## src/verilog/blur_pkg.sv

```systemverilog
`default_nettype none

package blur_pkg;

	// ====================
	// Pixel and weight widths
	// ====================
	localparam int CHAN_W = 8;
	localparam int PIXEL_W = 3 * CHAN_W; // Red high, green middle, blue low.
	localparam int COEFF_W = 8;
	localparam int COEFF_SHIFT = 8; // Weights in units of 1/256.

	// ====================
	// Window geometry
	// ====================
	localparam int KERNEL_SIZE = 7;
	localparam int KERNEL_CENTER = 3;

	// 49 terms need 6 bits of growth.
	localparam int SUM_W = CHAN_W + COEFF_W + 6;

	// ====================
	// Filter mode codes
	// ====================
	localparam logic [1:0] FILT_IDENTITY = 2'd0;
	localparam logic [1:0] FILT_GAUSS5 = 2'd1;
	localparam logic [1:0] FILT_GAUSS7 = 2'd2;
	localparam logic [1:0] FILT_SPARE = 2'd3; // Falls back to identity.

endpackage

`default_nettype wire

```

## src/verilog/pixel_result.sv

```systemverilog
`timescale 1ns/1ps
`default_nettype none

module pixel_result
	import blur_pkg::*;
(
	input wire logic clk,
	input wire logic reset,
	input wire logic [SUM_W-1:0] sum_r,
	input wire logic [SUM_W-1:0] sum_g,
	input wire logic [SUM_W-1:0] sum_b,
	input wire logic sum_valid,
	input wire logic [PIXEL_W-1:0] side_in,
	output logic [CHAN_W-1:0] out_r,
	output logic [CHAN_W-1:0] out_g,
	output logic [CHAN_W-1:0] out_b,
	output logic out_valid,
	output logic [PIXEL_W-1:0] side_out
);

	logic [PIXEL_W-1:0] side_d1;
	logic [PIXEL_W-1:0] side_d2;

	// Drop the fraction, clamp anything above 255.
	function automatic logic [CHAN_W-1:0] saturate(input logic [SUM_W-1:0] sum);
		logic [SUM_W-COEFF_SHIFT-1:0] scaled;
		scaled = sum[SUM_W-1:COEFF_SHIFT];
		if (|scaled[SUM_W-COEFF_SHIFT-1:CHAN_W])
			return '1;
		return scaled[CHAN_W-1:0];
	endfunction

	// Matches the window and sum stages.
	always_ff @(posedge clk) begin
		side_d1 <= side_in;
		side_d2 <= side_d1;
	end

	always_ff @(posedge clk) begin
		if (sum_valid) begin
			out_r <= saturate(sum_r);
			out_g <= saturate(sum_g);
			out_b <= saturate(sum_b);
			side_out <= side_d2; // Sideband of the same pixel.
		end
	end

	always_ff @(posedge clk) begin
		if (reset)
			out_valid <= 1'b0;
		else
			out_valid <= sum_valid;
	end

endmodule

`default_nettype wire
```

## config.mk

```make
export PLATFORM = sky130hd
export DESIGN_NAME = pixel_result
export DESIGN_NICKNAME = d
export VERILOG_FILES = /design/src/verilog/blur_pkg.sv /design/src/verilog/pixel_result.sv
export SDC_FILE = /design/constraint.sdc
export NUM_CORES = 1
export LEC_CHECK = 0
export ABC_AREA = 0
export BUFFER_PORTS_ARGS = -buffer_cell sky130_fd_sc_hd__buf_2
export CORE_MARGIN = 2
export CORE_UTILIZATION = 39
export DETAILED_ROUTE_END_ITERATION = 6
export GPL_TIMING_DRIVEN = 0
export PLACE_DENSITY = 0.73
export SYNTH_ARGS = -nofsm -noshare
export SYNTH_HDL_FRONTEND = slang
export SYNTH_SLANG_ARGS = --single-unit
```

## constraint.sdc

```tcl
create_clock -name clk -period 0.95 [get_ports clk]
set_input_delay 0.19 -clock clk [delete_from_list [all_inputs] [get_ports clk]]
set_output_delay 0.19 -clock clk [all_outputs]
set_load 0.02 [all_outputs]
```

# == Word level (Yosys, flattened, before mapping) ==
# Index checks and enable logic that the tools add are counted.
# totals
input_bits,93
out_inout_bits,49
regBits,97
# classes
reduce_logical,3
n_mux,12
# ops
op,n
two-way mux 8 bit,6
OR reduction 6 bit,3
two-way mux 1 bit,6

# == Depth between registers and ports, before layout ==
# Gate-level depths: netlist of run 1.
# depth
word_depth,4
ltp_mapped,3
depth_no_buf,2

# == Least setup slack after synthesis of run 1 ==
# OpenSTA, ideal clock, no wires.
# synth_timing
path_type,input-to-reg
start,input sum_b[17]
end,register out_b[0] (data pin)
path_stages,2
arrival_time_ns,0.642
path_buffers,0
required_time_ns,0.679
path_slack_ns,0.037
path_cell_list,nor4_4 > nand2_1
# synth_via
elab_chain_len,4
# synth_lines
element,line,text
from (decl),pixel_result.sv:11,"input wire logic [SUM_W-1:0] sum_b,"
OR reduction 6 bit,pixel_result.sv:28,if (|scaled[SUM_W-COEFF_SHIFT-1:CHAN_W])
two-way mux 1 bit,pixel_result.sv:28,
two-way mux 1 bit,pixel_result.sv:40,if (sum_valid) begin
two-way mux 8 bit,pixel_result.sv:30,return scaled[CHAN_W-1:0];
to (signal assigned),pixel_result.sv:43,out_b <= saturate(sum_b);
to (decl),pixel_result.sv:16,"output logic [CHAN_W-1:0] out_b,"
# Every way passes these cells. The select of a mux whose other input is x is not followed.
# A chain may end at the register's enable or synchronous reset.

# == Worst setup path after layout of run 1 ==
# layout_timing
start,register side_out[5]
end,output side_out[5]
# layout_lines
element,line,text
from (decl),pixel_result.sv:18,output logic [PIXEL_W-1:0] side_out
from (signal assigned),pixel_result.sv:44,side_out <= side_d2;
# No word-level cell between the ends.

==> impl_metrics.tcl, run 1 <==
set metrics [dict create \
    synthXorXnorAreaFrac_pct 0 \
    place.gp.congestion 0.690 \
    core_um2 6790 \
    max-vdd-ir-drop_v 0.00130 \
    worstHoldPathCells 3 \
    vias 1664 \
    fill_cells 517 \
    critical_path.slowest_cell "edfxtp_1" \
    cp_cell_sequence "buf_6" \
    grt_usage_pct 11.9 \
    vias_per_cell 4.13 \
    p_leak_nw 1.65 \
    post_cts_buffers 0 \
    cpPeakStageDelay_ns 0.43 \
    slew-limit-headroom_pct 59.8 \
    hp-class "input pin to flip-flop" \
    htreeDepth 3 \
    clk_pin_slew_ns 0.10 \
    die_width_um 87.6 \
    cts_tree "done" \
    synth-seq-cells 97 \
    synth_compound_area_share_pct 0 \
    yosysUniqueCellTypes 9 \
    synth_largest_area_cell "edfxtp_1" \
    post-route-period-util_pct 119 \
    synth-simple-area-share_pct 10.3 \
    synth_top_family_by_area "simple AND/OR/NAND/NOR gates" \
    mappedNetlistArea_um2 2730 \
    numClockSinks 97 \
    drtPass1Iterations 2 \
    worstPathMaxFanout 1 \
    grt_pass1_vias 1561 \
    whs_endpoint "out_g[3]" \
    postLayoutCellArea_um2 4070 \
    powerDensity_nw_per_um2 1920 \
    drive_gt1_share_pct 43.0 \
    die_y_um 87.6 \
    critPathTopFamily "flip-flops" \
    required_ns 0.76 \
    seq_area_um2 2420 \
    row_count 30 \
    multiInputGateArea_um2 280 \
    dr.first_iter.drc_count 62 \
    setup-tns-final_ns -5.64 \
    r2r.worst_path.cells 0 \
    cp-start-kind "flip-flop" \
    outcome "finished, violations left" \
    worstSetupPathType "flip-flop to output port" \
    r2r_slack_ns 0.40 \
    io_buffers 111 \
    setup_viol 49 \
    layout_setup_ws_ns -0.176 \
    crit_buf_inv 1 \
    ys_seq_area_share_pct 88.8 \
    die-area_um2 7680 \
    start_util_pct 40.1 \
    drc 0 \
    nets 395 \
    reg2reg_to "side_out[7]" \
    antenna_found_initial 0 \
    dp_hpwl_um 2980 \
    skew_ns 0.0113 \
    cts_buffer_depth 2 \
    diodes 0 \
    rsz0062_at_grt "yes" \
    ant_nets 0 \
    syn_area_per_cell_um2 17.6 \
    finalMaxSlewViolations 0 \
    hold_ws_ns 0.105 \
    grt_pass1_wl_um 6800 \
    grt_max_degree 50 \
    period_minus_slack_ns 1.13 \
    cp-end-kind "output port" \
    hold_viol_final 0 \
    synthTopCellsByArea "edfxtp_1, dfxtp_1, nor3_1, nand2_1, nor4_4" \
    routedWlPerCell_um 11.6 \
    min_from "sum_g[11]" \
    worst_pin_slew_ns 0.603 \
    grt_overflow 0 \
    area_growth_pct 49.4 \
    insertion_delay_ns 0.34 \
    r2r-start "side_d2[7]" \
    yosysWarnings 0 \
    muxShareOfSynthArea_pct 0 \
    synth_top_area_share_pct 52.9 \
    violations "setup timing" \
    timing.fmax_mhz 888 \
    io_pins 142 \
    syn-num-nets 248 \
    placed_area_um2 3400 \
    synth_fa_ha_area_share_pct 0 \
    synthCells 155 \
    clockRootBuffer "clkbuf_8" \
    wl_um 4660 \
    critPathArrivalTime_ns 0.94 \
    max_cap_violations 0 \
    numCtsBuffers 9 \
]
## metrics by stage
step | worst slack, ns | power (mW) | util, % | cells
floorplan | 0.0372 | 4.97 | - | 155
global placement | -0.452 | 5.25 | 50.1 | 362
detailed placement | -0.482 | 5.27 | 50.1 | 362
CTS | -0.185 | 7.83 | 57.2 | 403
global route | -0.234 | 8.18 | 59.9 | 403
finish | -0.176 | 7.83 | 59.9 | 403
## kinds of logic after synthesis
logic type	count (synthesis)
buffers and inverters	6
DFF	97
and+or+nand+nor	52
## layout make-up
type,count,area share (%)
well taps,96,2.95
plain buffers,6,0.584
clock inverters,7,1.51
repair buffers,136,25.5
clock buffers,9,3.04
flip-flops and latches,97,59.5
multi-input cells,52,6.88
## what timing repair did
item,CTS,global route
pin swaps,0,0
hold buffers,25,0
gates resized for setup,16,60
endpoints found under the setup margin,97,49
hold endpoints to repair,25,0
## cell usage in the layout, fill, tap and decap left out, types with 2 or more instances in the layout
cell           netlist  final
inv_8                0      2
edfxtp_1            48     48
buf_1                2      2
clkbuf_1             3      3
buf_2                0     73
dfxtp_1             49     48
nand2_1             24     24
buf_6                0     37
nor4_4               3      3
clkinvlp_4           0      2
nor3_1              24     24
dlygate4sd3_1        0     25
clkbuf_8             0      9
## metal layers
layer  GRT usage (%)  part of all wire, %
met3            5.09                  7.8
met1            11.7                   37
met5               0                    0
met4            6.99                  1.2
met2            20.9                   54
## sequential cells by signal, summed over array words and instances (netlist names)
signal and count:
side_d1 24, side_d2 24, side_out 24, out_b 8
out_g 8, out_r 8, out_valid 1
## synth_stat cells
cell / number
clkbuf_1: 3
edfxtp_1: 48
dfxtp_1: 49
clkbuf_2: 1
buf_1: 2
nor3_1: 24
nor4_4: 3
nand2_1: 24
nor2b_1: 1
## worst max path at each step
stage                     start     endpoint  depth (start not counted)
floorplan             sum_b[17]     out_b[0]                          2
global placement      sum_valid     out_r[5]                          1
detailed placement    sum_valid     out_r[5]                          1
CTS                 side_out[5]  side_out[5]                          1
global route        side_out[5]  side_out[5]                          1
finish              side_out[5]  side_out[5]                          1
## power breakdown
group / internal (mW) / leakage (nW) / switching, mW / total [mW]
clock: 1.00 / 0.0902 / 1.47 / 2.47
sequential: 4.61 / 0.890 / 0.0677 / 4.68
combinational: 0.354 / 0.665 / 0.329 / 0.684
Power figures use the tool's default switching activity.
==> run 2: changes to the inputs <==
--- a/config.mk
+++ b/config.mk
@@ -7,6 +7,7 @@
 export LEC_CHECK = 0
 export ABC_AREA = 0
 export BUFFER_PORTS_ARGS = -buffer_cell sky130_fd_sc_hd__buf_2
+export CORE_ASPECT_RATIO = 0.6
 export CORE_MARGIN = 2
 export CORE_UTILIZATION = 39
 export DETAILED_ROUTE_END_ITERATION = 6
==> impl_metrics.tcl, run 2 (synthesis gave the netlist of run 1 again) <==
set metrics [dict create \
    diodes 0 \
    post-route-period-util_pct 112 \
    wl_um 4900 \
    max_cap_violations 0 \
    dr.first_iter.drc_count 65 \
    io_pins 142 \
    cpPeakStageDelay_ns 0.40 \
    die_y_um 68.8 \
    critPathTopFamily "flip-flops" \
    core_um2 6730 \
    worst_pin_slew_ns 0.601 \
    routedWlPerCell_um 12.4 \
    outcome "finished, violations left" \
    cts_buffer_depth 2 \
    io_buffers 111 \
    cts_tree "done" \
    r2r-start "side_d2[20]" \
    start_util_pct 40.5 \
    r2r_slack_ns 0.40 \
    powerDensity_nw_per_um2 2110 \
    numClockSinks 97 \
    startpoint "side_out[10]" \
    reg_top3 "side_d1 (24), side_d2 (24), side_out (24)" \
    skew_ns 0.00359 \
    ant_nets 0 \
    die_width_um 112 \
    fill_cells 510 \
    layout_setup_ws_ns -0.118 \
    worstPathMaxFanout 1 \
    grt_usage_pct 12.9 \
    hold_viol_final 0 \
    grt_pass1_vias 1574 \
    finalMaxSlewViolations 0 \
    reg2reg_to "side_out[20]" \
    violations "setup timing" \
    clockRootBuffer "clkbuf_16" \
    post_cts_buffers 0 \
    min_from "sum_g[11]" \
    grt_pass1_wl_um 7300 \
    timing.fmax_mhz 936 \
    area_growth_pct 51.3 \
    power_frac_seq_pct 53.7 \
    crit_buf_inv 1 \
    clk_pin_slew_ns 0.07 \
    layout_common_cells "buf_2, edfxtp_1, dfxtp_1" \
    row_count 23 \
    worstSetupPathType "flip-flop to output port" \
    drc 0 \
    drive_gt1_share_pct 42.7 \
    numCtsBuffers 9 \
    nets 395 \
    vias_per_cell 4.24 \
    die-area_um2 7700 \
    fin_cells 394 \
    grt_overflow 0 \
    drtPass1Iterations 4 \
    dp_hpwl_um 3210 \
    sw_frac_of_total_pct 22.1 \
    p_leak_nw 1.68 \
    worstHoldPathCells 3 \
    final_common_cell "buf_2" \
    critPathArrivalTime_ns 0.88 \
    vias 1669 \
    place.gp.congestion 0.818 \
    required_ns 0.76 \
    power.share.clock_pct 38.6 \
    hp-class "input pin to flip-flop" \
    p_sw_mw 1.92 \
    max-vdd-ir-drop_v 0.00132 \
    htreeDepth 3 \
    critical_path.slowest_cell "edfxtp_1" \
    antenna_found_initial 0 \
    slew-limit-headroom_pct 59.9 \
    grt_max_degree 50 \
    dp.cells 353 \
    period_minus_slack_ns 1.07 \
    cp-end-kind "output port" \
    whs_endpoint "out_g[3]" \
    power_frac_comb_pct 7.7 \
    finalPower_mw 8.72 \
    cp-start-kind "flip-flop" \
    r2r.worst_path.cells 0 \
    insertion_delay_ns 0.33 \
    setup_viol 49 \
    intPower_mw 6.79 \
    rsz0062_at_grt "yes" \
    cp_cell_sequence "buf_6" \
]
[run 2: cell types whose count changed in the layout (fill, tap and decap cells not counted)]
cell        before  now
clkinv_4         1    2
clkbuf_16        0    9
clkbuf_1         3    4
buf_6           37   31
inv_6            1    2
buf_2           73   79
clkbuf_8         9    0
clkinvlp_4       2    0
inv_4            1    0
[run 2: per-layer routing]
metal  vias to the layer above  share of wire [%]  wire [um]  GRT usage, %
li1                        842                  -          -             -
met1                       751                 42       2070          14.0
met2                        74                 46       2280          22.0
met3                         2                 11        545          7.60
met4                         0               0.18          9          3.66
met5                         -                  0          0             0
[run 2: power groups by stage]
stage / Combinational [mW] / Sequential [mW] / Clock [mW]
after global placement: 0.509 / 4.75 / 0
after global routing: 0.725 / 4.70 / 3.62
final: 0.675 / 4.68 / 3.36
after detailed placement: 0.517 / 4.76 / 0
after CTS: 0.618 / 4.67 / 3.46
after floorplan: 0.0632 / 4.91 / 0
[run 2: worst max path at each step]
stage                        end  cells past startpoint
global placement     side_out[6]                      1
finish              side_out[10]                      1
global route         side_out[0]                      1
floorplan               out_b[0]                      2
CTS                     out_r[4]                      1
detailed placement   side_out[6]                      1
[run 2: final cells by class]
| class | count | area (um2) | share of cell area [%] |
|---|---|---|---|
| Sequential cell | 97 | 2420 | 58.8 |
| Timing Repair Buffer | 136 | 1000 | 24.3 |
| Multi-Input combinational cell | 52 | 280 | 6.79 |
| Clock buffer | 10 | 229 | 5.55 |
| Tap cell | 87 | 109 | 2.64 |
| Clock inverter | 6 | 57.6 | 1.40 |
| Buffer | 6 | 23.8 | 0.576 |
[run 2: metrics by stage]
stage | setup TNS (ns) | instance area [um2] | hold slack [ns] | setup slack (ns) | utilization (%)
after global placement | -25.44 | 3390 | 0.292 | -0.448 | 50.4
after global routing | -6.19 | 4130 | 0.127 | -0.160 | 61.3
after floorplan | 0 | 2730 | 0.218 | 0.0372 | -
final | -4.21 | 4130 | 0.131 | -0.118 | 61.3
after CTS | -5.04 | 3980 | 0.118 | -0.131 | 59.1
after detailed placement | -28.34 | 3390 | 0.294 | -0.487 | 50.4
[run 2: what timing repair did]
action                                  CTS  global route
resized for setup                        18            49
hold endpoints to repair                 25             0
pin swaps                                 0             0
cloned                                    0             0
endpoints found under the setup margin   98            49
hold buffers                             25             0
